==> config.mk <==
export PLATFORM = sky130hd
export DESIGN_NAME = ps2_kbd_rx
export DESIGN_NICKNAME = d
export VERILOG_FILES = /design/src/soc_pkg.sv /design/src/ps2_kbd_rx.sv
export SDC_FILE = /design/constraint.sdc
export NUM_CORES = 1
export LEC_CHECK = 0
export ABC_AREA = 1
export BUFFER_PORTS_ARGS = -buffer_cell sky130_fd_sc_hd__buf_2
export CAP_MARGIN = 20
export CORE_MARGIN = 1.5
export CORE_UTILIZATION = 44
export DETAILED_ROUTE_END_ITERATION = 16
export HOLD_SLACK_MARGIN = 0.03
export MAX_ROUTING_LAYER = met4
export PLACE_DENSITY = 0.78
export SYNTH_ARGS = -nofsm -noshare
export SYNTH_HDL_FRONTEND = slang
export SYNTH_SLANG_ARGS = --single-unit
==> constraint.sdc <==
create_clock -name clk -period 1.21 [get_ports clk]
set_input_delay 0.242 -clock clk [delete_from_list [all_inputs] [get_ports clk]]
set_output_delay 0.242 -clock clk [all_outputs]
set_load 0.005 [all_outputs]
==> src/soc_pkg.sv <==
package soc_pkg;

    // Data path widths
    localparam int REG_WIDTH  = 64;
    localparam int ADDR_WIDTH = 64;
    localparam int KB_WIDTH   = 8;   // One PS/2 scan code
    localparam int SWT_WIDTH  = 8;
    localparam int LED_WIDTH  = 16;
    localparam int SEG_WIDTH  = 32;  // Eight hex digits

    // Address map of the I/O block
    localparam logic [ADDR_WIDTH-1:0] ADDR_RAM = 64'h0000_0000_8000_0000;
    localparam int                    RAM_LEN  = 4096;  // Bytes
    localparam logic [ADDR_WIDTH-1:0] KBD_ADDR = 64'h0000_0000_A000_0060;
    localparam logic [ADDR_WIDTH-1:0] SWT_ADDR = 64'h0000_0000_A000_0070;
    localparam logic [ADDR_WIDTH-1:0] SEG_ADDR = 64'h0000_0000_A000_0080;
    localparam logic [ADDR_WIDTH-1:0] LED_ADDR = 64'h0000_0000_A000_0090;
    localparam int                    PERI_LEN = 8;     // Each peripheral owns one doubleword

    // Access width of a load or store where the U forms zero-extend on read
    typedef enum logic [2:0] {
        WDT_B,
        WDT_H,
        WDT_W,
        WDT_D,
        WDT_BU,
        WDT_HU,
        WDT_WU
    } wdt_e;

    // True when addr lies in [base, base + len)
    function automatic logic in_window(
        input logic [ADDR_WIDTH-1:0] addr,
        input logic [ADDR_WIDTH-1:0] base,
        input int unsigned           len
    );
        logic [ADDR_WIDTH-1:0] offset;
        offset = addr - base;
        // The first term guards against wrap below the base
        return (addr >= base) && (offset < ADDR_WIDTH'(len));
    endfunction

endpackage

==> src/ps2_kbd_rx.sv <==
`timescale 1ns/1ps

module ps2_kbd_rx (
    input  logic                         clk,
    input  logic                         rst,
    input  logic                         ps2_clk,
    input  logic                         ps2_data,
    output logic [soc_pkg::KB_WIDTH-1:0] code,
    output logic                         code_valid
);
    import soc_pkg::*;

    // Start bit, data bits, odd parity, stop bit
    localparam int FRAME_BITS = KB_WIDTH + 3;

    logic [2:0]            clk_sync;    // Two synchronizer stages plus the previous level
    logic [1:0]            data_sync;
    logic                  clk_fall;
    logic [3:0]            bit_cnt;
    logic [FRAME_BITS-1:0] frame_q;
    logic [FRAME_BITS-1:0] frame_next;
    logic                  frame_ok;

    always_ff @(posedge clk) begin
        if (rst) begin
            clk_sync  <= 3'b111;        // Idle lines are high
            data_sync <= 2'b11;
        end else begin
            clk_sync  <= {clk_sync[1:0], ps2_clk};
            data_sync <= {data_sync[0], ps2_data};
        end
    end

    assign clk_fall = clk_sync[2] & ~clk_sync[1];

    // Bits arrive LSB first, so the frame shifts in from the top
    assign frame_next = {data_sync[1], frame_q[FRAME_BITS-1:1]};

    // Start low, stop high, and an odd number of ones over data and parity
    assign frame_ok = ~frame_next[0] & frame_next[FRAME_BITS-1]
                    & (^frame_next[KB_WIDTH+1:1]);

    always_ff @(posedge clk) begin
        if (rst) begin
            bit_cnt    <= '0;
            code_valid <= 1'b0;
        end else begin
            code_valid <= 1'b0;
            if (clk_fall) begin
                if (bit_cnt == 4'(FRAME_BITS - 1)) begin
                    bit_cnt    <= '0;
                    code_valid <= frame_ok;   // A bad frame is simply dropped
                end else begin
                    bit_cnt <= bit_cnt + 4'd1;
                end
            end
        end
    end

    always_ff @(posedge clk) begin
        if (clk_fall) begin
            frame_q <= frame_next;
            if (bit_cnt == 4'(FRAME_BITS - 1)) begin
                code <= frame_next[KB_WIDTH:1];
            end
        end
    end

endmodule

Yosys cells after proc, flatten, opt, wreduce, memory -nomap -nowiden --
Index checks and enable logic that the tools add are counted.
Word-level totals: bits in registers 29, input bits 4, word-level logic and storage cells 19, output and inout port bits 9
Operators by class: multiplexer cells 1, reduce and logical (&&, ||, !) cells 3, bitwise operators 7, eq/ne operators 1, $add $sub $neg 1
Operators by type and width (number):
- parity 9 bit | 1
- adder 4 x 1 -> 4 bit (second input constant) | 1
- == test 4 bit (second input constant) | 1
- 2-to-1 mux 4 bit | 1
- NOT 1 bit | 4
- bitwise AND 1 bit | 3
- OR reduction 3 bit | 1
- AND reduction 2 bit | 1

Longest topological paths before layout --
depth in word-level cells 4, mapped depth 9, mapped depth without buffers 9

Worst setup path before layout --
Ideal clock, no wire load.
kind register to register, start point register bit_cnt[1], end point register code_valid, slack -88 ps, cell stages (with the launch flop) 6, required time 1148 ps, period minus slack after synthesis 1298 ps, setup time 62 ps, data arrival time 1237 ps, path buffers 0, cell sequence dfxtp_1 > nand3_2 > nor3_2 > and3_1 > nand2_1 > nor2_2
On the way: longest elaborated chain between the ends 3
Ends and longest elaborated chain:
- start: declaration | line ps2_kbd_rx.sv:19 | logic [3:0] bit_cnt;
- start signal: assignment | line ps2_kbd_rx.sv:54 | bit_cnt <= bit_cnt + 4'd1;
- == test 4 bit | line ps2_kbd_rx.sv:50 | if (bit_cnt == 4'(FRAME_BITS - 1)) begin
- NOT 1 bit (no line)
- OR reduction 3 bit (no line)
- end signal: assignment | line ps2_kbd_rx.sv:52 | code_valid <= frame_ok;
- end: declaration | line ps2_kbd_rx.sv:9 | output logic code_valid
No other way between the ends. A chain may end at the register's enable or synchronous reset.

Final worst setup path --
start point register clk_sync[1], end point register code_valid
On the way: longest elaborated chain between the ends 4
Ends and longest elaborated chain:
- start: declaration | line ps2_kbd_rx.sv:16 | logic [2:0] clk_sync;
- start signal: assignment | line ps2_kbd_rx.sv:29 | clk_sync <= {clk_sync[1:0], ps2_clk};
- NOT 1 bit | line ps2_kbd_rx.sv:34 | assign clk_fall = clk_sync[2] & ~clk_sync[1];
- bitwise AND 1 bit | line ps2_kbd_rx.sv:34
- NOT 1 bit (no line)
- OR reduction 3 bit (no line)
No other way between the ends.

==> impl_metrics.csv <==
group,metric,value,unit
routing,vias,648,
power_and_ir_drop,pwr_density_cell,1380,mW/mm^2
sta,relSlewSlack,81.8,%
sta,setup_ws,0.0150,ns
routing,postRouteAntennaNets,0,
logic_synthesis,yosysUniqueCellTypes,21,
logic_synthesis,synth_top_area_share,52.6,%
clock_tree,cts_setup_buffers,0,
floorplanning,initial_core_util,46.5,%
logic_synthesis,synth.avg_cell_area,11.8,um^2
worst_setup_path,cp-end-kind,"flop",
finish,seq_area,742,um^2
global_route,antenna_found_initial,0,
floorplanning,core_area,0.00221,mm^2
logic_synthesis,ys.warnings.count,0,
logic_synthesis,async_flop_share,0,%
floorplanning,die_h,51.3,um
clock_tree,cts_buffer_depth,2,
sta,timing.final.setup_violations,0,
finish,fill_cells,196,
logic_synthesis,yosysMostFrequentCell,"nand2_1",
routing,wl_per_cell,12.2,um
logic_synthesis,synth-edff-count,18,
logic_synthesis,synthFlopType,"edfxtp_1",
hold_path,hp-class,"primary input to flop",
worst_setup_path,cp_max_fo,5,
sta,period_share,98.8,%
global_route,overflow,0,
power_and_ir_drop,ir_worst_vdd,994,uV
clock_tree,cts_tree,"done",
finish,num-nets-final,110,
clock_tree,clkTransAtPathRegs,0.15,ns
power_and_ir_drop,p_leak,0.000490,uW
hold_path,hold_depth,2,
sta,tns,0,ns
sta,max_freq,837,MHz
place,place_ws,0.0381,ns
finish,layout-drive-gt1-share,36.2,%
logic_synthesis,syn_inst,87,
sta,holdWs,0.0894,ns
worst_setup_path,arrival,1.48,ns
finish,post-route-cell-area,0.00123,mm^2
sta,post-route-min-period,1.19,ns
routing,routed_wl,1.62,mm
clock_tree,htreeDepth,1,
routing,drt_iter0_markers,3,
place,routabilityCongestion,0.777,
clock_tree,clock_sinks,28,
worst_setup_path,cp.required,1.49,ns
sta,rsz0062_at_grt,"yes",
worst_setup_path,crit_type,"flop to flop",
place,dpl-instance-area,0.00114,mm^2
sta,final.setup_skew,0.00667,ns
floorplanning,pin_count,13,
sta,hold_viol_final,0,
worst_setup_path,reg2regPathDepth,7,
finish,antennaDiodeCount,0,
logic_synthesis,synth_area,0.00103,mm^2
sta,tightest_slew,0.271,ns
floorplanning,dieArea,0.00264,mm^2
logic_synthesis,yosys_register_bits,28,
clock_tree,cts_buffers,3,
logic_synthesis,synth_common_cells,"nand2_1, edfxtp_1, dfxtp_1",
floorplanning,die_w,51.3,um
finish,area_growth,19.7,%
logic_synthesis,synthesis.nets,91,
logic_synthesis,synth-seq-area-share,72.0,%
run_status,status,"finished, final reports clean",
logic_synthesis,synthTopCellsByArea,"edfxtp_1, dfxtp_1, nand2_1",
global_route,grt_pass1_wl,2.60,mm
routing,vias_per_cell,4.87,
clock_tree,clock_latency,0.32,ns
place,port_buffers,12,
logic_synthesis,synth_top_area_cell,"edfxtp_1",
sta,drv_slew,0,
routing,drc,0,
place,place_hpwl,1.11,mm
run,cap_violations,0,
clock_tree,root_buffer,"clkbuf_4",
routing,drt_pass1_iterations,2,
floorplanning,num_rows,17,
global_route,grtUsageTotal,14.0,%
global_route,grt_max_degree,17,
global_route,grt_pass1_vias,616,
worst_setup_path,critical_path.startpoint_type,"flop",
finish,multi_input_area,290,um^2
[per-layer routing]
metal  vias up  global-route usage [%]  routed length, um
met5         -                       -                  0
met4         0                    2.63                 10
met3         2                    6.14                 78
met2        17                    25.1                875
met1       305                    14.4                659
li1        324                       -                  -
[placed cells by master, fill, tap and decap left out, types with 2 or more instances in the layout]
cell	synthesis	layout
nor2_1	6	5
buf_4	0	2
clkbuf_4	0	3
or2_2	4	4
inv_1	8	6
nand2_2	1	5
buf_2	0	12
nor2_2	1	2
xnor2_1	2	2
nand2_1	22	17
edfxtp_1	18	18
inv_2	1	2
xor2_1	2	2
nand3_2	1	3
dfxtp_1	10	9
[stage by stage]
stage / instances / util, % / power (uW)
5_1_grt: 133 / 55.7 / 1770
2_1_floorplan: 87 / - / 1100
3_3_place_gp: 129 / 51.8 / 1110
3_5_place_dp: 129 / 51.8 / 1120
6_report: 133 / 55.7 / 1700
4_1_cts: 133 / 54.1 / 1710
[critical path, cell delays in order, from the launching register on]
cell and delay [ns]:
dfxtp_1 0.33, inv_1 0.11, nand2_4 0.10, nor3_4 0.19, buf_4 0.15, and3_1 0.13, nand2_1 0.06, nor2_2 0.08
[repair_timing]
action,4_1_cts,5_1_grt
resized for setup,0,14
hold buffers,0,0
setup endpoints to repair,0,11
[flip-flops by register name, summed over array words and instances (netlist names)]
signal / cells
bit_cnt: 4
code_valid: 1
code: 8
data_sync: 2
frame_q: 10
clk_sync: 3
[kinds of logic after synthesis]
group,count (synthesis),share of synthesized area [%]
and+or+nand+nor,43,19.7
DFF,28,72.0
buffers and inverters,9,3.28
xor gates and xnor gates,4,3.41
AOI/OAI and AO/OA,3,1.58
[path summary, 6_finish.rpt]
check            endpoint    startpoint  slack [ns]
min reg2reg  data_sync[1]  data_sync[0]        0.44
max            code_valid   clk_sync[1]        0.02
max reg2reg    code_valid   clk_sync[1]        0.02
min           clk_sync[0]       ps2_clk        0.09
[layout make-up]
cell class	instances	share of cell area, %
Clock buffer	3	1.83
Clock inverter	1	2.44
Inverter	9	2.95
Timing Repair Buffer	14	6.10
Tap cell	28	2.85
Sequential cell	28	60.3
Multi-Input combinational cell	50	23.6
[report_power, final]
group | internal [uW] | leakage, uW | switching (uW) | total (uW)
Combinational | 22.9 | 0.000217 | 36.5 | 59.4
Sequential | 1030 | 0.000245 | 14.0 | 1040
Clock | 335 | 0.0000279 | 265 | 601
(Power assumes the default switching activity.)
