### src/soc_pkg.sv
package soc_pkg;

    // Data path widths
    localparam int REG_WIDTH  = 64;
    localparam int ADDR_WIDTH = 64;
    localparam int KB_WIDTH   = 8;   // One PS/2 scan code
    localparam int SWT_WIDTH  = 8;
    localparam int LED_WIDTH  = 16;
    localparam int SEG_WIDTH  = 32;  // Eight hex digits

    // Address map of the I/O block
    localparam logic [ADDR_WIDTH-1:0] ADDR_RAM = 64'h0000_0000_8000_0000;
    localparam int                    RAM_LEN  = 4096;  // Bytes
    localparam logic [ADDR_WIDTH-1:0] KBD_ADDR = 64'h0000_0000_A000_0060;
    localparam logic [ADDR_WIDTH-1:0] SWT_ADDR = 64'h0000_0000_A000_0070;
    localparam logic [ADDR_WIDTH-1:0] SEG_ADDR = 64'h0000_0000_A000_0080;
    localparam logic [ADDR_WIDTH-1:0] LED_ADDR = 64'h0000_0000_A000_0090;
    localparam int                    PERI_LEN = 8;     // Each peripheral owns one doubleword

    // Access width of a load or store where the U forms zero-extend on read
    typedef enum logic [2:0] {
        WDT_B,
        WDT_H,
        WDT_W,
        WDT_D,
        WDT_BU,
        WDT_HU,
        WDT_WU
    } wdt_e;

    // True when addr lies in [base, base + len)
    function automatic logic in_window(
        input logic [ADDR_WIDTH-1:0] addr,
        input logic [ADDR_WIDTH-1:0] base,
        input int unsigned           len
    );
        logic [ADDR_WIDTH-1:0] offset;
        offset = addr - base;
        // The first term guards against wrap below the base
        return (addr >= base) && (offset < ADDR_WIDTH'(len));
    endfunction

endpackage

### src/seg_scan.sv
`timescale 1ns/1ps

module seg_scan #(
    parameter int SCAN_CYCLES = 4
) (
    input  logic                          clk,
    input  logic                          rst,
    input  logic [soc_pkg::SEG_WIDTH-1:0] value,
    output logic [7:0]                    seg_an,
    output logic [6:0]                    seg_cathode
);
    import soc_pkg::*;

    localparam int PS_W = (SCAN_CYCLES > 1) ? $clog2(SCAN_CYCLES) : 1;

    logic [PS_W-1:0] ps_cnt;     // Clocks spent on the current digit
    logic [2:0]      digit;
    logic            started;    // Display stays dark until the first step
    logic            step;
    logic [3:0]      nibble;

    assign step = (ps_cnt == PS_W'(SCAN_CYCLES - 1));

    always_ff @(posedge clk) begin
        if (rst) begin
            ps_cnt  <= '0;
            digit   <= '0;
            started <= 1'b0;
        end else if (step) begin
            ps_cnt  <= '0;
            digit   <= digit + 3'd1;
            started <= 1'b1;
        end else begin
            ps_cnt <= ps_cnt + 1'b1;
        end
    end

    assign seg_an = started ? ~(8'b1 << digit) : 8'hff;
    assign nibble = value[4*digit +: 4];

    // Segment a is bit 0 and a low level lights a segment
    always_comb begin
        case (nibble)
            4'h0: seg_cathode = ~7'h3f;
            4'h1: seg_cathode = ~7'h06;
            4'h2: seg_cathode = ~7'h5b;
            4'h3: seg_cathode = ~7'h4f;
            4'h4: seg_cathode = ~7'h66;
            4'h5: seg_cathode = ~7'h6d;
            4'h6: seg_cathode = ~7'h7d;
            4'h7: seg_cathode = ~7'h07;
            4'h8: seg_cathode = ~7'h7f;
            4'h9: seg_cathode = ~7'h6f;
            4'ha: seg_cathode = ~7'h77;
            4'hb: seg_cathode = ~7'h7c;
            4'hc: seg_cathode = ~7'h39;
            4'hd: seg_cathode = ~7'h5e;
            4'he: seg_cathode = ~7'h79;
            default: seg_cathode = ~7'h71;
        endcase
    end

endmodule

### config.mk
export PLATFORM = sky130hd
export DESIGN_NAME = seg_scan
export DESIGN_NICKNAME = d
export VERILOG_FILES = /design/src/soc_pkg.sv /design/src/seg_scan.sv
export SDC_FILE = /design/constraint.sdc
export NUM_CORES = 1
export LEC_CHECK = 0
export BUFFER_PORTS_ARGS = -buffer_cell sky130_fd_sc_hd__clkbuf_2
export CORE_UTILIZATION = 44
export CTS_CLUSTER_DIAMETER = 100
export CTS_CLUSTER_SIZE = 30
export DETAILED_ROUTE_END_ITERATION = 6
export GPL_TIMING_DRIVEN = 0
export PLACE_DENSITY = 0.8
export SLEW_MARGIN = 20
export SYNTH_ARGS = -nofsm -noshare
export SYNTH_HDL_FRONTEND = slang
export SYNTH_SLANG_ARGS = --single-unit
### constraint.sdc
create_clock -name clk -period 2.94 [get_ports clk]
set_input_delay 0.147 -clock clk [delete_from_list [all_inputs] [get_ports clk]]
set_output_delay 0.147 -clock clk [all_outputs]
set_load 0.005 [all_outputs]
== Yosys cells after proc, flatten, opt, wreduce, memory -nomap -nowiden ==
Memories as Yosys holds them, arrays and structs flattened.
Cells that the tools add are included.

* Add/subtract/negate cells: 2
* Multiply operators: 0
* Div/mod/pow operators: 0
* Order comparisons: 0
* Equal/unequal tests: 1
* Shifts and indexed selects: 2
* Mux-type cells: 1
* Bitwise gates (word level): 1
* Reductions and logical operators: 1

{| class="wikitable"
|+ Operators by type and width
! operator !! number
|-
| 32-bit by 6-bit indexed part select with 4-bit output || 1
|-
| 8-bit two-way mux || 1
|-
| 8-bit NOT || 1
|-
| 1-bit by 3-bit left shift with 8-bit output (first input constant) || 1
|-
| 3-bit by 1-bit adder with 3-bit output (second input constant) || 1
|-
| 2-bit by 1-bit adder with 2-bit output (second input constant) || 1
|-
| 2-bit equality test (second input constant) || 1
|-
| 2-bit OR reduction || 1
|}

* Register bits: 6
* Bits in latches: 0
* Memory bits (writable): 0
* ROM bits: 112
* Input bits: 34
* Output and inout bits: 15
* Memories: 1

{| class="wikitable"
|+ Memory list
! name !! words !! width !! rd ports !! clocked after Yosys merged registers in !! write ports !! RTL line !! source
|-
| (name not given) || 16 || 7 || 1 || 0 || 0 || seg_scan.sv:43 || <nowiki>case (nibble)</nowiki>
|}

== Depth between registers and ports, before layout ==
* Depth in word-level cells: 3
* Mapped depth: 8
* Depth with buffers taken out: 7

== Worst setup path before layout ==
No wires, ideal clock.

* Kind: register to output
* Start point: register digit[0]
* End point: output seg_cathode[0]
* Arrival time: 2141 ps
* Path slack: 652 ps
* Stages on the path, launching flop included: 8
* Path through: dfxtp_1 buf_6 mux4_1 mux2i_1 inv_1 ha_1 and3_1 a211o_1

* Cells in the longest elaborated chain, start to end: 2

{| class="wikitable"
|+ RTL lines
! item !! RTL line !! source
|-
| from (decl) || seg_scan.sv:17 || <nowiki>logic [2:0] digit;</nowiki>
|-
| from (signal assigned) || seg_scan.sv:31 || <nowiki>digit <= digit + 3'd1;</nowiki>
|-
| 32-bit by 6-bit indexed part select with 4-bit output || seg_scan.sv:39 || <nowiki>assign nibble = value[4*digit +: 4];</nowiki>
|-
| memory read 16 x 7 bit || - ||
|-
| to (decl) || seg_scan.sv:10 || <nowiki>output logic [6:0] seg_cathode</nowiki>
|}

Every way passes these cells.

== Worst setup path after layout ==
Ends and elaborated chain as after synthesis.

==> flow_summary.toml <==
[setup_path]
endpoint_kind = "primary output"
critPathMaxStageDelay_ns = 0.59
r2r_start = "digit[2]"
cp-start-kind = "flop"
cp_top_family = "multiplexers"
critPathSlowestCell = "mux4_1"
critPathArrivalTime_ns = 2.62
critPathKind = "reg2out"
crit_buf_inv = 3
r2r_cells = 4
crit_fanout = 10
timing.rr.end = "digit[2]"
rrSetupSlack_ns = 1.58
required_ns = 2.79
worstPathCellList = "buf_6, mux4_1, mux2i_2, inv_1, ha_1, and3_1, a211o_1, clkbuf_2"

[grt]
antenna_found_initial = 0
grt_pass1_vias = 806
grt_usage = 0.2031
grt_pass1_wl_um = 3160
grt_max_degree = 11
gr-total-overflow = 0

[drt]
drc_errors = 0
drt-total-wl_um = 1941
avgViaCountPerCell = 5.158
met1_length_um = 808
ant_nets = 0
highest-signal-layer = "met4"
dr_wl_met2_um = 1002
drtIter0Drc = 11
vias = 815
wl_per_cell_um = 12.28
first_pass_iters = 4
dr_wl_met3_um = 110

[cts]
cts_buffers = 3
clk_path_buf_depth = 2
clk_latency_ns = 0.25
cts-root-buf = "clkbuf_4"
clock_sinks = 6
h-tree-depth = 1
cts_tree = "done"
cts.reportedPaths.clkPinSlew_ns = 0.05

[floorplanning]
die_w_um = 46.43
core_area_mm2 = 0.001783
io_pins = 49
rows = 15
start_util = 0.4870
dieArea_mm2 = 0.002155
die-height_um = 46.43

[hold_path]
hp-start = "rst"
holdPathEnd = "ps_cnt[0]"
hp-class = "in2reg"
hold_depth = 2

[yosys]
syn_nets = 129
yosys_warnings = 0
synth_compound_area_frac = 0.05908
yosysSeqAreaShare = 0.1383
synth.area.top_cells = "ha_1 19%, dfxtp_1 14%, mux4_1 12%"
async_flop_share = 0
synth_top_cell_by_area = "ha_1"
synth_top_cell_area_share = 0.1873
synth_top_family_by_area = "multiplexers"
synth_ff_type = "dfxtp_1"
synth_fa_ha_area_frac = 0.1873
synth_enable_flop_cells = 0
avgSynthCellArea_um2 = 10.59
synth_xor_area_frac = 0.02017
synthSimpleGateAreaFrac = 0.1210
synthDistinctLibCells = 29
ys_seq_elements = 6
muxShareOfSynthArea = 0.4121
postSynthCellCount = 82
synth_area_um2 = 868.3

[placed_design]
place_congestion = 0.8550
dp_hpwl_um = 1613
placed_area_mm2 = 0.001140
portBuffers = 48
place_inst = 155

[sta]
worstMarginPinSlew_ns = 0.4022
tns_ns = 0
slew_violations = 0
post-route-min-period_ns = 2.768
rsz0062_at_grt = "false"
hold_violations = 0
max_freq_mhz = 361.2
maxSlewHeadroom = 0.7266
fin_crit_sh = 0.9416
finalClockSkew_ns = 0.004168
finalSetupViolations = 0

[pwr]
p_per_area_mw_per_mm2 = 310.3
leakage_nw = 0.5786
peakVddDrop_uv = 292.2

[final_layout]
fillers = 153
design_area_mm2 = 0.001170
fin_cells = 158
ff_latch_area_um2 = 120.1
fin_nets = 182
diodes = 0
multiInputGateArea_um2 = 701.9
syn_to_final_growth_pct = 34.73
drive_above_1_share = 0.4812

[run_status]
outcome = "finished clean"

[flow_run]
drv_cap = 0
-- metal layers --
layer / vias to the layer above / track usage
li1: 405 / -
met1: 375 / 0.2457
met2: 33 / 0.3528
met3: 2 / 0.01961
met4: 0 / 0.1000
met5: - / 0
-- worst reg2reg max path: stages, from the launching register on --
cell      delay, ns
dfxtp_1        0.43
buf_2          0.27
inv_1          0.07
ha_1           0.30
a211oi_1       0.21
-- cells in the mapped netlist (2+ instances only) --
| cell type | count |
|---|---|
| ha_1 | 13 |
| xnor2_1 | 2 |
| inv_1 | 6 |
| o21ai_1 | 2 |
| mux2_1 | 2 |
| mux4_1 | 4 |
| mux2i_1 | 8 |
| dfxtp_1 | 6 |
| mux2i_4 | 2 |
| nor3b_1 | 2 |
| nor2_1 | 6 |
| mux4_2 | 4 |
| nand2_1 | 5 |
| nand3_1 | 5 |
-- state kept, by name, indices dropped and copies added (netlist names) --
name and count:
started 1, digit 3, ps_cnt 2
-- kinds of logic after synthesis --
logic type | Yosys count
buffers and inverters | 11
adders and majority gates | 13
DFF | 6
AOI/OAI and AO/OA | 7
muxes | 21
xor gates and xnor gates | 2
and+or+nand+nor | 22
-- layout by cell type (no fill, tap or decap) --
cell | synthesis | routed
mux2i_4 | 2 | 2
clkbuf_2 | 0 | 48
mux2i_2 | 0 | 2
mux2i_1 | 8 | 6
mux4_1 | 4 | 4
or3_1 | 1 | 1
nor2_1 | 6 | 6
inv_1 | 6 | 6
and3_1 | 1 | 1
nor3_1 | 1 | 1
buf_6 | 1 | 1
mux2_1 | 2 | 2
nand3_1 | 5 | 5
a22o_1 | 1 | 1
ha_1 | 13 | 13
mux4_2 | 4 | 4
dfxtp_1 | 6 | 6
o31ai_1 | 1 | 1
a211oi_1 | 1 | 1
nand2_1 | 5 | 5
inv_2 | 1 | 1
mux2_4 | 1 | 1
o21ai_1 | 2 | 2
xnor2_1 | 2 | 2
clkbuf_1 | 1 | 1
buf_4 | 1 | 1
a211o_1 | 1 | 1
buf_2 | 1 | 1
clkbuf_4 | 0 | 3
o2bb2ai_1 | 1 | 1
nor3b_1 | 2 | 2
nor2b_1 | 1 | 1
-- how the worst max path moves through the flow --
stage / slack (ns) / start / depth (start not counted) / end
after floorplan: 0.65 / digit[0] / 7 / seg_cathode[0]
after global placement: 0.37 / digit[0] / 8 / seg_cathode[0]
after detailed placement: 0.29 / digit[0] / 8 / seg_cathode[0]
after CTS: 0.01 / digit[0] / 8 / seg_cathode[0]
after global routing: 0.02 / digit[0] / 8 / seg_cathode[0]
final: 0.17 / digit[0] / 8 / seg_cathode[0]
-- what timing repair did --
action	CTS	global route
setup endpoints to repair	0	7
buffers inserted	0	0
hold buffers	0	0
resized for setup	0	2
endpoints found under the hold margin	0	0
-- per-stage QoR --
step | total power, mW | setup slack (ns) | utilization | hold WS (ns)
floorplan | 0.2239 | 0.6525 | - | 0.2181
global placement | 0.2783 | 0.3699 | 0.6393 | 0.4000
detailed placement | 0.2853 | 0.2878 | 0.6393 | 0.4014
CTS | 0.3632 | 0.01408 | 0.6519 | 0.1405
global route | 0.3915 | 0.01872 | 0.6561 | 0.1608
finish | 0.3630 | 0.1718 | 0.6561 | 0.1442
-- layout make-up --
cell class	count	share of cell area
Clock buffer	3	0.01925
Multi-Input combinational cell	65	0.6000
Sequential cell	6	0.1027
Buffer	4	0.02353
Inverter	7	0.02246
Tap cell	25	0.02674
Timing Repair Buffer	48	0.2053
-- power by group --
group          leakage (nW)  total [mW]  internal (mW)  switching (mW)
combinational         0.516       0.191          0.103          0.0876
sequential           0.0491      0.0944         0.0884         0.00594
clock                0.0138      0.0778         0.0463          0.0315
Note: power is estimated with default switching activity, not from simulation.
