[config.mk]
export PLATFORM = sky130hd
export DESIGN_NAME = kb_fifo
export DESIGN_NICKNAME = d
export VERILOG_FILES = /design/src/soc_pkg.sv /design/src/kb_fifo.sv
export SDC_FILE = /design/constraint.sdc
export NUM_CORES = 1
export LEC_CHECK = 0
export BUFFER_PORTS_ARGS = -buffer_cell sky130_fd_sc_hd__buf_2
export CORE_MARGIN = 3
export CORE_UTILIZATION = 30
export CTS_CLUSTER_DIAMETER = 150
export DETAILED_ROUTE_END_ITERATION = 10
export HOLD_SLACK_MARGIN = 0.05
export SLEW_MARGIN = 40
export SYNTH_ARGS = -nofsm -noshare
export SYNTH_HDL_FRONTEND = slang
export SYNTH_SLANG_ARGS = --single-unit
[constraint.sdc]
create_clock -name clk -period 3.45 [get_ports clk]
set_input_delay 1.035 -clock clk [delete_from_list [all_inputs] [get_ports clk]]
set_output_delay 1.035 -clock clk [all_outputs]
set_load 0.005 [all_outputs]
[src/soc_pkg.sv]
package soc_pkg;

    // Data path widths
    localparam int REG_WIDTH  = 64;
    localparam int ADDR_WIDTH = 64;
    localparam int KB_WIDTH   = 8;   // One PS/2 scan code
    localparam int SWT_WIDTH  = 8;
    localparam int LED_WIDTH  = 16;
    localparam int SEG_WIDTH  = 32;  // Eight hex digits

    // Address map of the I/O block
    localparam logic [ADDR_WIDTH-1:0] ADDR_RAM = 64'h0000_0000_8000_0000;
    localparam int                    RAM_LEN  = 4096;  // Bytes
    localparam logic [ADDR_WIDTH-1:0] KBD_ADDR = 64'h0000_0000_A000_0060;
    localparam logic [ADDR_WIDTH-1:0] SWT_ADDR = 64'h0000_0000_A000_0070;
    localparam logic [ADDR_WIDTH-1:0] SEG_ADDR = 64'h0000_0000_A000_0080;
    localparam logic [ADDR_WIDTH-1:0] LED_ADDR = 64'h0000_0000_A000_0090;
    localparam int                    PERI_LEN = 8;     // Each peripheral owns one doubleword

    // Access width of a load or store where the U forms zero-extend on read
    typedef enum logic [2:0] {
        WDT_B,
        WDT_H,
        WDT_W,
        WDT_D,
        WDT_BU,
        WDT_HU,
        WDT_WU
    } wdt_e;

    // True when addr lies in [base, base + len)
    function automatic logic in_window(
        input logic [ADDR_WIDTH-1:0] addr,
        input logic [ADDR_WIDTH-1:0] base,
        input int unsigned           len
    );
        logic [ADDR_WIDTH-1:0] offset;
        offset = addr - base;
        // The first term guards against wrap below the base
        return (addr >= base) && (offset < ADDR_WIDTH'(len));
    endfunction

endpackage

[src/kb_fifo.sv]
`timescale 1ns/1ps

module kb_fifo #(
    parameter int KB_FIFO_DEPTH = 8
) (
    input  logic                         clk,
    input  logic                         rst,
    input  logic                         push,
    input  logic [soc_pkg::KB_WIDTH-1:0] push_data,
    input  logic                         pop,
    output logic [soc_pkg::KB_WIDTH-1:0] head,
    output logic                         not_empty
);
    import soc_pkg::*;

    localparam int PTR_W = (KB_FIFO_DEPTH > 1) ? $clog2(KB_FIFO_DEPTH) : 1;
    localparam int CNT_W = $clog2(KB_FIFO_DEPTH + 1);

    logic [KB_WIDTH-1:0] buf_q [KB_FIFO_DEPTH];
    logic [PTR_W-1:0]    wr_ptr;
    logic [PTR_W-1:0]    rd_ptr;
    logic [CNT_W-1:0]    count;
    logic                full;
    logic                do_push;
    logic                do_pop;

    assign full      = (count == CNT_W'(KB_FIFO_DEPTH));
    assign not_empty = (count != '0);
    assign do_push   = push & ~full;        // Codes arriving while full are lost
    assign do_pop    = pop & not_empty;
    assign head      = buf_q[rd_ptr];

    always_ff @(posedge clk) begin
        if (rst) begin
            wr_ptr <= '0;
            rd_ptr <= '0;
            count  <= '0;
        end else begin
            if (do_push) begin
                wr_ptr <= (wr_ptr == PTR_W'(KB_FIFO_DEPTH - 1)) ? '0 : wr_ptr + 1'b1;
            end
            if (do_pop) begin
                rd_ptr <= (rd_ptr == PTR_W'(KB_FIFO_DEPTH - 1)) ? '0 : rd_ptr + 1'b1;
            end
            // Simultaneous push and pop leave the count as it is
            if (do_push && !do_pop) begin
                count <= count + 1'b1;
            end else if (do_pop && !do_push) begin
                count <= count - 1'b1;
            end
        end
    end

    always_ff @(posedge clk) begin
        if (do_push) begin
            buf_q[wr_ptr] <= push_data;
        end
    end

endmodule

; Yosys cells after proc, flatten, opt, wreduce, memory -nomap -nowiden
; Memories as Yosys holds them, arrays and structs flattened. A register that Yosys moved wholly into a read port is not among the register bits.
; Cells that the tools add are included.
[totals]
register_bits = 10
latch_bits = 0
ramBits = 64
mem_bits_ro = 0
inputBits = 12
out_inout_bits = 9
n_memories = 1
[mem_list]
columns = name, words, width, rd, rd_ports_with_merged_regs, wr, line_no
row1 = buf_q, 8, 8, 1, 1, 1, kb_fifo.sv:19  ; logic [KB_WIDTH-1:0] buf_q [KB_FIFO_DEPTH];
[classes]
add_sub_neg = 4
mul = 0
div = 0
n_lt_le_gt_ge = 0
eq_ne = 3
n_shift = 0
muxes = 8
bitwise_logic = 3
reduce_logical = 6
[ops]
columns = cell, count
row1 = $mux W3, 4
row2 = $mux W4, 2
row3 = $add A3 B1 Y3 const B, 2
row4 = $eq A3 B3 Y1 const B, 2
row5 = $add A4 B1 Y4 const B, 1
row6 = $eq A4 B4 Y1 const B, 1
row7 = $reduce_bool A4 Y1, 1
row8 = $sub A4 B1 Y4 const B, 1
row9 = $and A1 B1 Y1, 2
row10 = $logic_and A1 B1 Y1, 2
row11 = $logic_not A1 Y1, 2
row12 = $mux W1, 2
row13 = $reduce_bool A2 Y1, 1
row14 = $not A1 Y1, 1

; Logic depth before layout (Yosys ltp)
; Gate-level depths: netlist of run 1.
[depth]
ltp_word = 7
depth_mapped = 10

; Worst setup path after synthesis of run 1
; OpenSTA, ideal clock, no wires.
[synth_timing]
path_kind = input-to-reg
startpoint = in push
endpoint = reg count[3]
setup_time_ps = 121
arrival_time_ps = 2606
required_time_ps = 3329
path_slack_ps = 723
cell_stages = 9
path_cell_list = o41ai_4 > inv_1 > ha_1 > inv_1 > ha_1 > a21oi_1 > a211oi_1 > a31oi_1 > mux2_2
[synth_via]
elab_chain_len = 4
word_cells_on_any_way = 6
classes_between = 1 x mux / 1 x bitwise / 4 x reduce/logical
[synth_lines]
columns = element, line_no
row1 = from (decl), kb_fifo.sv:8  ; input logic push,
row2 = $and A1 B1 Y1 *, kb_fifo.sv:29  ; assign do_push = push & ~full;
row3 = net do_push, kb_fifo.sv:24  ; logic do_push;
row4 = $logic_not A1 Y1, kb_fifo.sv:48  ; end else if (do_pop && !do_push) begin
row5 = $logic_and A1 B1 Y1, kb_fifo.sv:48
row6 = $reduce_bool A2 Y1 (no line), -
row7 = to (signal assigned), kb_fifo.sv:47  ; count <= count + 1'b1;
row8 = to (signal assigned), kb_fifo.sv:49  ; count <= count - 1'b1;
row9 = to (decl), kb_fifo.sv:22  ; logic [CNT_W-1:0] count;
; Mark *: on every way through the listed nets, which the timed path passes. The rest lies on a longest branch.
; A chain may end at the register's enable or synchronous reset.

==> flow_summary.yaml, run 1 <==
grt:
  grt_pass1_vias: 1582
  grt_pass1_wl_mm: 8.23
  grt_max_degree: 17
  grt_overflow_total: 0
  antenna_found_initial: 0
  grt.total_usage_pct: 9.88
outcome:
  status: "finished clean"
sta:
  rsz0062_at_grt: "false"
  finalHoldViolCount: 0
  fin_worst_skew_ns: 0.0105
  timing.slew.headroom_pct: 64.0
  fin_crit_ns: 2.99
  fin_crit_sh_pct: 86.6
  worst_slew_pin_slew_ns: 0.538
  drv_slew: 0
  hold_ws_ns: 0.485
  fmax_mhz: 335
  fin_tns_setup_ns: 0
  report.final.setup_viol: 0
  setup_slack_ns: 0.462
clocking:
  cts_buffer_depth: 2
  cts.sinks: 77
  cts_hold_buf: 0
  cts_resized: 0
  cts_tree: "built"
  clk_pin_slew_ns: 0.08
  postCtsSetupBuffers: 0
  cts_root_buffer: "clkbuf_8"
  clock_latency_ns: 0.34
  cts_max_level: 3
  cts_buffers: 9
floorplanning:
  start_util_pct: 31.4
  fp.dieW_um: 108
  rows: 36
  io_pins: 21
  coreArea_um2: 10000
  die-area_um2: 11700
  die_h_um: 108
cells_and_area:
  seqCellArea_um2: 2180
  multiInputGateArea_um2: 905
  layout.nets: 222
  utilization_pct: 36.5
  antennaDiodeCount: 0
  final_cell_count_no_fill: 340
  area_growth_pct: 16.2
  n_fill_cell: 941
  drive_above_1_share_pct: 28.0
  final_area_um2: 3650
critical_path:
  timing_worst_setup_path_type: "reg -> out"
  path_cells: "buf_4, mux4_1, mux2_2, buf_2"
  reg2reg_depth: 9
  max_stage_delay_ns: 0.61
  rr_startpoint: "count[1]"
  slowest_stage: "mux4_1"
  worst_ep_arrival_time_ns: 1.95
  crit_fanout: 16
  endpoint_kind: "primary output"
  timing.rr.end: "count[3]"
  rrSetupSlack_ns: 0.66
  start_kind: "flop"
  required_ns: 2.41
synth:
  avgSynthCellArea_um2: 18.7
  synth_seq_area_share_pct: 69.4
  syn_nets: 188
  yosysTopAreaCellShare_pct: 61.1
  ys_warn_count: 0
  synth.area.top_cells: "edfxtp_1 (61%), mux4_1 (13%), dfxtp_1 (8.3%)"
  syn_inst: 168
  synth.distinct_cells: 28
  synth_area_leader_cell: "edfxtp_1"
  ys_seq_elements: 77
  syn_area_um2: 3140
placed_design:
  portBuffers: 20
  gp_congestion: 0.651
  dp.cells: 324
  placed_cell_area_um2: 3440
  dp_hpwl_mm: 3.35
  dp_slack_ns: 0.441
detailed_routing:
  vias: 1553
  drtIter0Drc: 59
  via_per_inst: 4.57
  drc: 0
  dr.pass1.iters: 4
  drt-total-wl_mm: 5.30
  antenna_left: 0
  wl_per_cell_um: 15.6
hold_path:
  min_from: "rd_ptr[1]"
  worstHoldPathCells: 2
  hp-class: "reg -> reg"
pwr:
  power_mw: 2.36
  p_per_area_nw_per_um2: 647
  leakagePower_nw: 1.26
  ir_worst_vdd_v: 0.000275
flow_run:
  maxCapViolations: 0
==> routing by layer <==
metal / vias to the layer above / wire (um) / track usage, %
met5: - / 0 / 0
li1: 742 / - / -
met1: 768 / 2370 / 12.4
met2: 34 / 2600 / 16.0
met3: 9 / 237 / 2.39
met4: 0 / 94 / 4.87
==> cell usage after synthesis, drive strengths merged <==
library cell   n
a211oi         1
dfxtp         13
nand2b         2
or4            1
mux2           9
inv            3
buf            4
nand2         10
nand3          3
clkbuf         3
mux4          16
xor2           1
xnor2          1
o41ai          1
or3            2
edfxtp        64
a21oi          8
nor2          10
ha             7
nor3           4
fa             1
mux2i          1
nand3b         1
a31oi          1
nor4           1
==> worst max-delay path: cells and delay by family, from the launching register on <==
family	cells	cell delay, ns
mux	2	0.91
buf+inv	2	0.40
flops	1	0.32
==> final cells by class <==
class	count	share of cell area (%)
Timing Repair Buffer	30	4.79
Multi-Input combinational cell	81	24.8
Inverter	3	0.308
Tap cell	133	4.55
Clock buffer	9	3.39
Sequential cell	77	59.7
Clock inverter	7	2.47
==> state kept, by name, indices dropped and copies added (netlist names), named ones only <==
signal / cells
count: 4
buf_q: 64
wr_ptr: 3
rd_ptr: 3
==> power breakdown <==
part           switching (mW)  leakage, nW  internal, mW
registers              0.0492        0.687          1.08
logic                   0.244        0.469         0.276
clock network           0.312        0.101         0.402
total                   0.605         1.26          1.76
==> worst max path at each step <==
stage,endpoint,slack (ns)
after global placement,count[3],0.51
final,head[1],0.46
after detailed placement,count[3],0.44
after CTS,head[1],0.42
after floorplan,count[3],0.72
after global routing,head[1],0.37
==> cell usage in the layout (no fill, tap or decap), types with 2 or more instances in the layout <==
cell type,count
a21oi_1,8
buf_2,20
buf_4,10
bufinv_16,2
clkbuf_8,9
clkinv_2,2
clkinvlp_4,2
dfxtp_1,13
edfxtp_1,64
ha_1,7
inv_1,3
mux2_2,9
mux4_1,16
nand2_1,10
nand2b_1,2
nand3_1,3
nor2_1,10
nor3_1,4
or3_1,2
==> kinds of logic (layout without fill, tap and decap cells) <==
| logic type | count (synthesis) | after routing | share of synthesized area, % |
|---|---|---|---|
| AO/OA/AOI/OAI | 11 | 11 | 2.59 |
| XOR/XNOR | 2 | 2 | 0.557 |
| adder cells (fa/ha/maj) | 8 | 8 | 3.42 |
| buffers and inverters | 10 | 49 | 1.99 |
| flip-flops | 77 | 77 | 69.4 |
| multiplexers | 26 | 26 | 16.9 |
| AND/OR/NAND/NOR | 34 | 34 | 5.10 |
No activity file was read; power rests on OpenSTA's default activity.
==> inputs of run 2 (changes only) <==
==> constraint.sdc (replaced) <==
create_clock -name clk -period 2.5 [get_ports clk]
set_input_delay 0.75 -clock clk [delete_from_list [all_inputs] [get_ports clk]]
set_output_delay 0.75 -clock clk [all_outputs]
set_load 0.005 [all_outputs]
==> run 2 against run 1 <==
  * The run now ends with negative setup slack left
  * Via count is 0.13% higher
  * Global-route usage up 0.73 points
  * Worst setup slack got worse by 0.53 ns
  * Sequential cell count stayed put
  * Power is 45% higher
  * Count of clock-buffer cells in the layout unchanged
  * Register-to-register slack lost 0.53 ns
  * Critical path depth stayed put
  * Sequential share of layout area decreased by 1.2 points
  * Clock power increased by 32%
  * First-iteration DRC count increased by 64%
  * Critical endpoint unchanged
  * Largest power group unchanged
==> flow_summary.yaml, run 2 (synthesis gave the netlist of run 1 again) <==
detailed_routing:
  drt-total-wl_mm: 5.67
  via_per_inst: 4.43
  drc: 0
  vias: 1555
  wl_per_cell_um: 16.1
  antenna_left: 0
  drtIter0Drc: 97
  dr.pass1.iters: 5
critical_path:
  start_kind: "flop"
  timing_worst_setup_path_type: "reg -> out"
  required_ns: 1.75
  rr_startpoint: "count[0]"
  crit_fanout: 8
  endpoint_kind: "primary output"
  worst_ep_arrival_time_ns: 1.82
floorplanning:
  die-area_um2: 11700
  fp.dieW_um: 108
  rows: 36
  die_h_um: 108
  start_util_pct: 31.4
  coreArea_um2: 10000
  io_pins: 21
cells_and_area:
  reg_top3: "buf_q (64), count (4)"
  n_fill_cell: 954
  layout_commonest_cell: "edfxtp_1"
  antennaDiodeCount: 0
  final_area_um2: 3730
  layout.nets: 233
  area_growth_pct: 18.8
  layout_common_cells: "edfxtp_1 (64), buf_4 (19), buf_2 (18)"
  largest_reg_flops: 64
  largest_register: "buf_q"
  drive_above_1_share_pct: 40.8
clocking:
  cts.sinks: 77
  cts_hold_buf: 0
  cts_buffer_depth: 2
  cts_tree: "built"
  cts_root_buffer: "clkbuf_8"
  clock_latency_ns: 0.34
  clk_pin_slew_ns: 0.08
  cts_max_level: 3
  cts_buffers: 9
outcome:
  violations: "negative setup slack"
  status: "finished with violations"
pwr:
  ir_worst_vdd_v: 0.000348
  swShare_pct: 27.0
  leakagePower_nw: 1.29
  p_per_area_nw_per_um2: 920
  p_int_mw: 2.51
  switchingPower_uw: 927
  pwr-share-comb_pct: 27.4
  clkPwrFrac_pct: 27.4
  p_seq_share_pct: 45.2
grt:
  antenna_found_initial: 0
  grt_max_degree: 17
  grt.total_usage_pct: 10.6
  grt_overflow_total: 0
  grt_pass1_vias: 1632
  grt_pass1_wl_mm: 8.95
hold_path:
  hp-class: "reg -> reg"
  min_from: "rd_ptr[2]"
sta:
  rsz0062_at_grt: "true"
  fin_crit_sh_pct: 103
  setup_slack_ns: -0.0677
  worst_slew_pin_slew_ns: 0.548
  drv_slew: 0
  fin_crit_ns: 2.57
  hold_ws_ns: 0.488
  report.final.setup_viol: 8
  finalHoldViolCount: 0
  timing.slew.headroom_pct: 63.4
  fin_tns_setup_ns: -0.307
  fin_worst_skew_ns: 0.00888
  fmax_mhz: 389
placed_design:
  dp_slack_ns: 0.0211
  gp_congestion: 0.736
  dp_hpwl_mm: 3.42
  placed_cell_area_um2: 3520
  portBuffers: 20
flow_run:
  maxCapViolations: 0
[run 2: cell types whose count changed in the layout (fill, tap and decap cells not counted), moves of 4 or more]
cell	before	now
mux4_1	16	0
mux4_2	0	16
inv_6	0	4
buf_4	10	19
[run 2: path summary, 6_finish.rpt]
check                   to  slack, ns  cells after the start
setup reg to reg  count[3]       0.13                      9
hold / removal        flop       0.49                      2
setup / recovery   head[1]      -0.07                      4
hold reg to reg       flop       0.49                      2
[run 2: worst max-delay path, stage by stage (launching register included)]
cell and delay, ns:
dfxtp_4 0.40, buf_12 0.15, mux4_2 0.51, mux2_4 0.29
buf_6 0.12
[run 2: layout make-up]
class	count	area, um^2	area share, %
Clock buffer	9	124	3.32
Clock inverter	7	78.8	2.11
Inverter	3	11.3	0.302
Multi-Input combinational cell	81	866	23.2
Sequential cell	77	2190	58.5
Tap cell	133	166	4.46
Timing Repair Buffer	41	303	8.11
[run 2: stage by stage]
step,cells,util [%],power (mW)
floorplan,168,-,2.13
global placement,333,35.2,2.38
detailed placement,333,35.2,2.39
CTS,350,37.4,3.44
global route,351,37.3,3.63
finish,351,37.3,3.44
[run 2: metal layers]
layer	up-vias	share of wire, %	global-route usage (%)	wire length, um
met4	0	1.2	3.52	66
met2	36	48	17.0	2740
met3	9	5.3	3.76	298
li1	750	-	-	-
met5	-	0	0	0
met1	760	45	13.5	2560
[run 2: timing repair]
action | in CTS | in global routing
gates resized for setup | 17 | 10
setup buffers | 0 | 1
setup endpoints to repair | 8 | 9
cloned | 1 | 0
pin swaps | 0 | 2
[run 2: power groups by stage]
stage               Clock (mW)  Sequential, mW  Combinational (mW)
detailed placement           0            1.56               0.830
floorplan                    0            1.57               0.553
global placement             0            1.56               0.817
global route              1.02            1.57                1.04
CTS                      0.971            1.55               0.919
finish                   0.941            1.55               0.942
