$ cat src/soc_pkg.sv
package soc_pkg;

    // Data path widths
    localparam int REG_WIDTH  = 64;
    localparam int ADDR_WIDTH = 64;
    localparam int KB_WIDTH   = 8;   // One PS/2 scan code
    localparam int SWT_WIDTH  = 8;
    localparam int LED_WIDTH  = 16;
    localparam int SEG_WIDTH  = 32;  // Eight hex digits

    // Address map of the I/O block
    localparam logic [ADDR_WIDTH-1:0] ADDR_RAM = 64'h0000_0000_8000_0000;
    localparam int                    RAM_LEN  = 4096;  // Bytes
    localparam logic [ADDR_WIDTH-1:0] KBD_ADDR = 64'h0000_0000_A000_0060;
    localparam logic [ADDR_WIDTH-1:0] SWT_ADDR = 64'h0000_0000_A000_0070;
    localparam logic [ADDR_WIDTH-1:0] SEG_ADDR = 64'h0000_0000_A000_0080;
    localparam logic [ADDR_WIDTH-1:0] LED_ADDR = 64'h0000_0000_A000_0090;
    localparam int                    PERI_LEN = 8;     // Each peripheral owns one doubleword

    // Access width of a load or store where the U forms zero-extend on read
    typedef enum logic [2:0] {
        WDT_B,
        WDT_H,
        WDT_W,
        WDT_D,
        WDT_BU,
        WDT_HU,
        WDT_WU
    } wdt_e;

    // True when addr lies in [base, base + len)
    function automatic logic in_window(
        input logic [ADDR_WIDTH-1:0] addr,
        input logic [ADDR_WIDTH-1:0] base,
        input int unsigned           len
    );
        logic [ADDR_WIDTH-1:0] offset;
        offset = addr - base;
        // The first term guards against wrap below the base
        return (addr >= base) && (offset < ADDR_WIDTH'(len));
    endfunction

endpackage

$ cat src/mem_if.sv
`timescale 1ns/1ps

interface mem_if;
    import soc_pkg::*;

    logic [ADDR_WIDTH-1:0] raddr;   // Byte offset into the RAM
    logic [ADDR_WIDTH-1:0] waddr;
    logic [REG_WIDTH-1:0]  wdata;
    logic                  wen;
    logic                  ren;
    wdt_e                  wdt_op;
    logic [REG_WIDTH-1:0]  rdata;   // Already extended to the full width

    // Decoder side
    modport ctrl (output raddr, waddr, wdata, wen, ren, wdt_op, input rdata);

    // Memory side
    modport mem (input raddr, waddr, wdata, wen, ren, wdt_op, output rdata);

endinterface

$ cat src/mmio.sv
`timescale 1ns/1ps

module mmio (
    input  logic                           clk,
    input  logic                           rst,
    input  logic [soc_pkg::ADDR_WIDTH-1:0] mem_raddr,
    input  logic [soc_pkg::ADDR_WIDTH-1:0] mem_waddr,
    input  logic [soc_pkg::REG_WIDTH-1:0]  mem_wdata,
    input  logic                           mem_wen,
    input  logic                           mem_ren,
    input  soc_pkg::wdt_e                  mem_wdt_op,
    input  logic [soc_pkg::KB_WIDTH-1:0]   kb_rdata,    // Head of the scan-code FIFO
    input  logic                           kb_ready,
    input  logic [soc_pkg::SWT_WIDTH-1:0]  swt_rdata,
    output logic [soc_pkg::REG_WIDTH-1:0]  mem_rdata,
    output logic                           sig_rd_kb,
    output logic [soc_pkg::SEG_WIDTH-1:0]  seg_wdata,
    output logic [soc_pkg::LED_WIDTH-1:0]  led_wdata,
    mem_if.ctrl                            ram
);
    import soc_pkg::*;

    logic rd_ram;
    logic rd_kbd;
    logic rd_swt;
    logic wr_ram;
    logic wr_seg;
    logic wr_led;

    assign rd_ram = in_window(mem_raddr, ADDR_RAM, RAM_LEN);
    assign rd_kbd = in_window(mem_raddr, KBD_ADDR, PERI_LEN);
    assign rd_swt = in_window(mem_raddr, SWT_ADDR, PERI_LEN);
    assign wr_ram = in_window(mem_waddr, ADDR_RAM, RAM_LEN);
    assign wr_seg = in_window(mem_waddr, SEG_ADDR, PERI_LEN);
    assign wr_led = in_window(mem_waddr, LED_ADDR, PERI_LEN);

    // The RAM sees offsets from its base
    assign ram.raddr  = mem_raddr - ADDR_RAM;
    assign ram.waddr  = mem_waddr - ADDR_RAM;
    assign ram.wdata  = mem_wdata;
    assign ram.wdt_op = mem_wdt_op;
    assign ram.ren    = mem_ren & rd_ram;
    assign ram.wen    = mem_wen & wr_ram;    // Stores elsewhere never reach the array

    always_comb begin
        mem_rdata = '0;                      // Unmapped or empty keyboard reads give zero
        sig_rd_kb = 1'b0;
        if (mem_ren) begin
            if (rd_ram) begin
                mem_rdata = ram.rdata;
            end else if (rd_kbd) begin
                if (kb_ready) begin
                    sig_rd_kb = 1'b1;        // FIFO pops on this clock edge
                    mem_rdata = REG_WIDTH'(kb_rdata);
                end
            end else if (rd_swt) begin
                mem_rdata = REG_WIDTH'(swt_rdata);
            end
        end
    end

    // Peripheral registers take the low part of the store data
    always_ff @(posedge clk) begin
        if (rst) begin
            seg_wdata <= '0;
            led_wdata <= '0;
        end else if (mem_wen) begin
            if (wr_seg) begin
                seg_wdata <= mem_wdata[SEG_WIDTH-1:0];
            end
            if (wr_led) begin
                led_wdata <= mem_wdata[LED_WIDTH-1:0];
            end
        end
    end

endmodule

$ cat src/flat_wrapper.sv
// flat-port wrapper written by rule: the top's interface ports become plain ports
module mmio_flat import soc_pkg::*;
  (clk, rst, mem_raddr, mem_waddr, mem_wdata, mem_wen, mem_ren, mem_wdt_op, kb_rdata, kb_ready, swt_rdata, mem_rdata, sig_rd_kb, seg_wdata, led_wdata, ram_raddr, ram_waddr, ram_wdata, ram_wen, ram_ren, ram_wdt_op, ram_rdata);
  mem_if ram_i ();
  input  logic clk;
  input  logic rst;
  input  logic [soc_pkg::ADDR_WIDTH-1:0] mem_raddr;
  input  logic [soc_pkg::ADDR_WIDTH-1:0] mem_waddr;
  input  logic [soc_pkg::REG_WIDTH-1:0] mem_wdata;
  input  logic mem_wen;
  input  logic mem_ren;
  input  soc_pkg::wdt_e mem_wdt_op;
  input  logic [soc_pkg::KB_WIDTH-1:0] kb_rdata;
  input  logic kb_ready;
  input  logic [soc_pkg::SWT_WIDTH-1:0] swt_rdata;
  output logic [soc_pkg::REG_WIDTH-1:0] mem_rdata;
  output logic sig_rd_kb;
  output logic [soc_pkg::SEG_WIDTH-1:0] seg_wdata;
  output logic [soc_pkg::LED_WIDTH-1:0] led_wdata;
  output wire logic [$bits(ram_i.raddr)-1:0] ram_raddr;
  output wire logic [$bits(ram_i.waddr)-1:0] ram_waddr;
  output wire logic [$bits(ram_i.wdata)-1:0] ram_wdata;
  output wire logic [$bits(ram_i.wen)-1:0] ram_wen;
  output wire logic [$bits(ram_i.ren)-1:0] ram_ren;
  output wire logic [$bits(ram_i.wdt_op)-1:0] ram_wdt_op;
  input wire logic [$bits(ram_i.rdata)-1:0] ram_rdata;
  assign ram_raddr = ram_i.raddr;
  assign ram_waddr = ram_i.waddr;
  assign ram_wdata = ram_i.wdata;
  assign ram_wen = ram_i.wen;
  assign ram_ren = ram_i.ren;
  assign ram_wdt_op = ram_i.wdt_op;
  assign ram_i.rdata = ram_rdata;
  mmio u_core (.clk(clk), .rst(rst), .mem_raddr(mem_raddr), .mem_waddr(mem_waddr), .mem_wdata(mem_wdata), .mem_wen(mem_wen), .mem_ren(mem_ren), .mem_wdt_op(mem_wdt_op), .kb_rdata(kb_rdata), .kb_ready(kb_ready), .swt_rdata(swt_rdata), .mem_rdata(mem_rdata), .sig_rd_kb(sig_rd_kb), .seg_wdata(seg_wdata), .led_wdata(led_wdata), .ram(ram_i));
endmodule
$ cat config.mk
export PLATFORM = sky130hd
export DESIGN_NAME = mmio_flat
export DESIGN_NICKNAME = d
export VERILOG_FILES = /design/src/soc_pkg.sv /design/src/mem_if.sv /design/src/mmio.sv /design/src/flat_wrapper.sv
export SDC_FILE = /design/constraint.sdc
export NUM_CORES = 1
export LEC_CHECK = 0
export ABC_AREA = 1
export BUFFER_PORTS_ARGS = -buffer_cell sky130_fd_sc_hd__buf_2
export CAP_MARGIN = 20
export CORE_MARGIN = 4
export CORE_UTILIZATION = 25
export CTS_CLUSTER_SIZE = 10
export DETAILED_ROUTE_END_ITERATION = 10
export SYNTH_ARGS = -nofsm -noshare
export SYNTH_HDL_FRONTEND = slang
export SYNTH_SLANG_ARGS = --single-unit
export TNS_END_PERCENT = 1
$ cat constraint.sdc
create_clock -name clk -period 6.02 [get_ports clk]
set_input_delay 1.204 -clock clk [delete_from_list [all_inputs] [get_ports clk]]
set_output_delay 1.204 -clock clk [all_outputs]
set_load 0.005 [all_outputs]
Yosys cells after proc, flatten, opt, wreduce, memory -nomap -nowiden:

Cells that the tools add are included.

* logic and storage cells: 39
* input port bits: 280
* flip-flop bits (word level): 48

* mux-type cells: 9
* order comparisons: 12
* bitwise operators: 2
* $add $sub $neg: 6
* reductions and logical operators: 8

Operators by type and width (number)
* $ge A64 B32 Y1 const B: 6
* $sub A64 B32 Y64 const B: 6
* $lt A64 B4 Y1 const B: 4
* $mux W64: 3
* $lt A64 B13 Y1 const B: 2
* $mux W8: 2
* $logic_and A1 B1 Y1: 6
* $mux W1: 4
* $reduce_and A2 Y1: 2
* $and A1 B1 Y1: 2

Logic depth before layout (Yosys ltp):

* depth after elaboration: 7
* depth in mapped cells: 21
* depth with buffers taken out: 21

Worst setup path before layout:

No wires, ideal clock.

* path type: in2out
* from: input mem_raddr[32] (netlist name)
* to: output mem_rdata[34] (netlist name)
* buffers on the path: 2
* setup slack: 1.694 ns
* stages on the path: 17
* required time: 4.816 ns
* data arrival time: 3.122 ns
* cell sequence: inv_1 -> ha_1 -> nand2_1 -> nor2_2 -> nand2_1 -> xor2_1 -> nor2_1 -> nand4_1 -> nor2_1 -> nand2_1 -> nor2_2 -> nand2_2 -> inv_2 -> nand2_2 -> buf_6 -> buf_8 -> nor2_4

* longest elaborated chain between the ends: 5
* elaborated cells between the ends (all ways): 6
* classes of those cells: 1 x add/sub; 2 x order compare; 2 x mux; 1 x reduce/logical

Ends and longest elaborated chain
* start: declaration: line flat_wrapper.sv:7 `input logic [soc_pkg::ADDR_WIDTH-1:0] mem_raddr;`
* $sub A64 B32 Y64
* net ram_raddr[43]: line flat_wrapper.sv:20 `output wire logic [$bits(ram_i.raddr)-1:0] ram_raddr;`
* $lt A64 B13 Y1: line soc_pkg.sv:40 `return (addr >= base) && (offset < ADDR_WIDTH'(len));`
* $logic_and A1 B1 Y1: line soc_pkg.sv:40
* $mux W64: line mmio.sv:49 `if (rd_ram) begin`
* $mux W64: line mmio.sv:48 `if (mem_ren) begin`
* end: declaration: line flat_wrapper.sv:16 `output logic [soc_pkg::REG_WIDTH-1:0] mem_rdata;`

The timed path passes the listed nets, and every way through them passes these cells.

Worst setup path after layout:

* from: input mem_raddr[32] (netlist name)
* to: output mem_rdata[27] (netlist name)

* longest elaborated chain between the ends: 5
* elaborated cells between the ends (all ways): 6
* classes of those cells: 1 x add/sub; 2 x order compare; 2 x mux; 1 x reduce/logical

Ends and longest elaborated chain
* $sub A64 B32 Y64: line soc_pkg.sv:38 `offset = addr - base;`
* $lt A64 B13 Y1: line soc_pkg.sv:40
* $logic_and A1 B1 Y1 *: line soc_pkg.sv:40
* $mux W64 *: line mmio.sv:49
* $mux W64 *: line mmio.sv:48

Mark *: on every way between the ends. The rest lies on a longest branch, timed or not.

==> results.txt <==
----------------------------------------------------
[Place]
  Post-detailed-placement cell area ... between 0.015 and 0.02 mm2
  HPWL reported at the end of detailed placement ... roughly 56000 um
  Port Buffers ... 513
  Pre-CTS setup slack ... between 0.5 and 0.6 ns
  Cell count after placement ... 3585
  Final weighted congestion of routability-driven global placement ... 1.041

[Drt]
  Number of detailed-route iterations in the first pass ... 7
  Antenna viol nets, final ... 0
  Wirelength per Cell ... 17.96 um
  Via Count ... 17400
  Vias per std cell ... 4.844
  Total Routed Length ... 64550 um
  Number of violations reported at the end of detailed-routing iteration 0 ... 1617
  Final routed DRC violation total ... 0

[STA]
  Final hold violation count ... 0
  Post-route clock skew ... 0 ns
  Slew headroom ... 37.90%
  Unrepaired setup endpoints after global routing ... false
  Ratio of final minimum period to clock period ... 91.77%
  Final worst path period need ... approximately 5.5 ns
  Max-slew violation count ... 0
  Crit path setup slack, layout ... around 0.50 ns
  Total Negative Setup Slacks ... 0 ns
  Final Hold Slack ... 0.4733 ns
  Final Setup Violations ... 0
  Worst Max-Slew Pin Slew ... about 0.93 ns
  Achievable Freq ... 181.0 MHz

[Setup path]
  Critical path launch point ... mem_raddr[32]
  Number of buffer and inverter stages on the critical path ... 5
  Critical Path Slowest Stage Cell ... nor4_1
  Top Family by Delay on Critical Path ... simple AND/OR/NAND/NOR gates
  Cell breakdown of the critical path ... buf_2, inv_1, ha_1, nand2_1, xor2_1, nor4_1, nand4_1, nor2_1, nand2_1, nor2_2, nand2_2, inv_2, nand2_4, buf_12, nor2_1, buf_2
  Element type at the critical path end ... output pin
  Max stage delay on crit path ... around 0.58 ns
  Worst Path Max Fanout ... 57
  Critical path launch point type ... primary input
  Critical path class ... primary input to output pin
  FF-to-FF Start ... u_core.seg_wdata[28]
  Arrival time at the worst endpoint ... approximately 4.3 ns
  Data required, critical path ... 4.82 ns

[Clocking]
  CTS tree ... built
  Number of buffers between clock root and the deepest sink ... 2
  # resized after CTS ... 0
  Later-pin clock latency in the skew report ... 0.28 ns
  Buffer cell driving the clock tree root ... clkbuf_16
  Worst-path clk slew ... about 0.06 ns
  Clock H-tree levels ... 2
  Clock sink total ... 48
  CTS Hold Buffers Added ... 0
  Setup Buffers After CTS ... 0
  Num CTS Buffers ... 5

[Final layout]
  Utilization after layout ... 29.75%
  Layout cells sized above 1 ... 24.49%
  Syn-to-layout area delta ... 17.84%
  Post-route design area ... 0.01563 mm2
  Area taken by flip-flops and latches ... 960.9 um2
  Multi-input combinational cell area ... 0.009774 mm2
  Nets ... approximately 3200
  Number of inserted filler cells in the final layout ... 6207
  Non-filler cells, final ... 3593

[Synthesis]
  Post-synthesis share of cell area spent on and, or, nand and nor gates ... 56.33%
  Leading post-synthesis cells by cell area ... nand2_1 22%, nor2_1 14%, inv_1 8.7%, xor2_1 8.0%, buf_4 7.8%
  Post-synthesis xor/xnor area fraction ... 8.319%
  Net count after synthesis ... 2841
  Fraction of synthesized cell area taken by the top area cell type ... between 20% and 30%
  Share of synthesized cell area in full adder, half adder and majority cells ... less than 1%
  Number of instances in the synthesized netlist ... roughly 2600
  Main combinational cell family by area after synthesis ... simple AND/OR/NAND/NOR gates
  Biggest area consumer among synthesized cells ... nand2_1
  #FFs+latches synth ... 48
  Post-synthesis instance area ... 0.01327 mm2
  Count of yosys warnings during synthesis ... 0
  Sequential fraction of the synthesis area ... 7.244%
  Compound-cell area share of the yosys netlist ... about 8.1%
  Number of unique standard cell types used by synthesis ... 49
  Post-synthesis average cell area ... 5.198 um2
  Share of cell area taken by muxes after synthesis ... 0%

[Global route]
  Global route total overflow ... 0
  Number of antenna violations at the first check in global routing ... 3
  Maximum number of pins on one net before global-route repair ... 65
  Vias in the first global route ... 15970
  Tot GR Track Use ... 21.00%
  Wire length of the first global-routing pass ... 94390 um

[Power and ir drop]
  Power density cells ... 78.02 mW/mm2
  Cell leakage power ... 8.094 nW
  Overall Power ... 1.219 mW
  Largest voltage drop on the vdd net ... 0.0001184 V

[Hold path]
  Min-Delay Path Class ... flip-flop to flip-flop
  Worst Min Path Start ... u_core.led_wdata[14]

[Die]
  Initial Util ... 25.24%
  Die area ... between 0.05 and 0.06 mm2
  Vert. Die Dim ... ~240 um
  Area of the core region ... 0.05255 mm2
  Count of standard-cell rows ... 84
  IO Count ... 590
  DIE WIDTH ... 238.4 um

[Run status]
  Result of the run ... finished, final reports clean

[Job]
  Max cap viols ... 0

----------------------------------------------------
-- layer usage --
| layer | part of all wire (%) | GRT usage, % | wire, um |
|---|---|---|---|
| met1 | 41 | 27.90 | 26570 |
| met2 | 45 | 33.86 | 28760 |
| met3 | 9.8 | 3.768 | 6348 |
| met4 | 4.4 | 8.215 | 2849 |
| met5 | 0.020 | 0 | 13 |
-- kinds of logic after synthesis --
kind of cell / Yosys count
AND/OR/NAND/NOR: 1695
buffers and inverters: 509
AO/OA/AOI/OAI: 165
XOR/XNOR: 126
flip-flops: 48
adder cells (fa/ha/maj): 9
-- sequential cells by signal (all words and copies together) (netlist names) --
register          count
u_core.seg_wdata     32
u_core.led_wdata     16
-- worst register-to-register path, delay by kind of cell (launching register included) --
kind             cells  cell delay, ns
AND/OR/NAND/NOR      2            0.13
AO/OA/AOI/OAI        1            0.16
flip-flops           1            0.35
-- layout make-up --
cell class	instances	area share [%]
flip-flops and latches	48	6.147
inverters	337	8.093
clock buffers	5	0.8005
well taps	688	5.507
clock inverters	1	0.1921
repair buffers	517	16.70
multi-input cells	1995	62.53
diodes	2	0.03202
-- Yosys cell counts (all sizes together) --
cell type	n
o211ai	4
a21oi	57
nor2	574
clkbuf	8
ha	9
xnor2	5
and2	2
xor2	121
inv	334
nor4	10
nand3	184
nand4	48
buf	164
dfxtp	48
o2111ai	1
o21a	2
or3	2
a21boi	3
nand3b	13
clkinv	3
and3	1
o21bai	32
nand2	799
or2	4
o21ai	64
o22ai	2
nor3b	5
nor3	53
-- power by group --
| group | total [mW] | switching [mW] | internal [mW] |
|---|---|---|---|
| logic | 0.599 | 0.404 | 0.195 |
| clock network | 0.303 | 0.112 | 0.191 |
| registers | 0.318 | 0.0000000000000000000642 | 0.318 |
-- final timing paths --
path / depth (start not counted) / slack [ns] / endpoint
setup / recovery: 16 / 0.50 / mem_rdata[27]
hold reg to reg: 2 / 0.47 / u_core.led_wdata[14]
hold / removal: 2 / 0.47 / u_core.led_wdata[14]
setup reg to reg: 3 / 5.26 / u_core.seg_wdata[28]
-- cells in the final DEF (no fill, tap or decap), types with 3 or more instances in the layout --
cell and count:
xnor2_1 5, nand3_1 182, inv_1 306, o21bai_2 28
buf_2 513, nand4_1 48, clkinv_1 3, nor2_1 485
dfxtp_1 48, buf_4 3, o211ai_1 4, clkbuf_16 5
nor3_1 40, xor2_1 121, a21oi_1 50, nand3b_1 13
a21oi_2 6, nand2_1 784, o21ai_0 43, nor2_4 40
ha_1 9, nor2_2 49, o21bai_1 4, o21ai_1 21
nor4_1 10, inv_2 28, nor3_2 12, nor3b_1 3
nand2_2 13
Note: power is estimated with default switching activity, not from simulation.
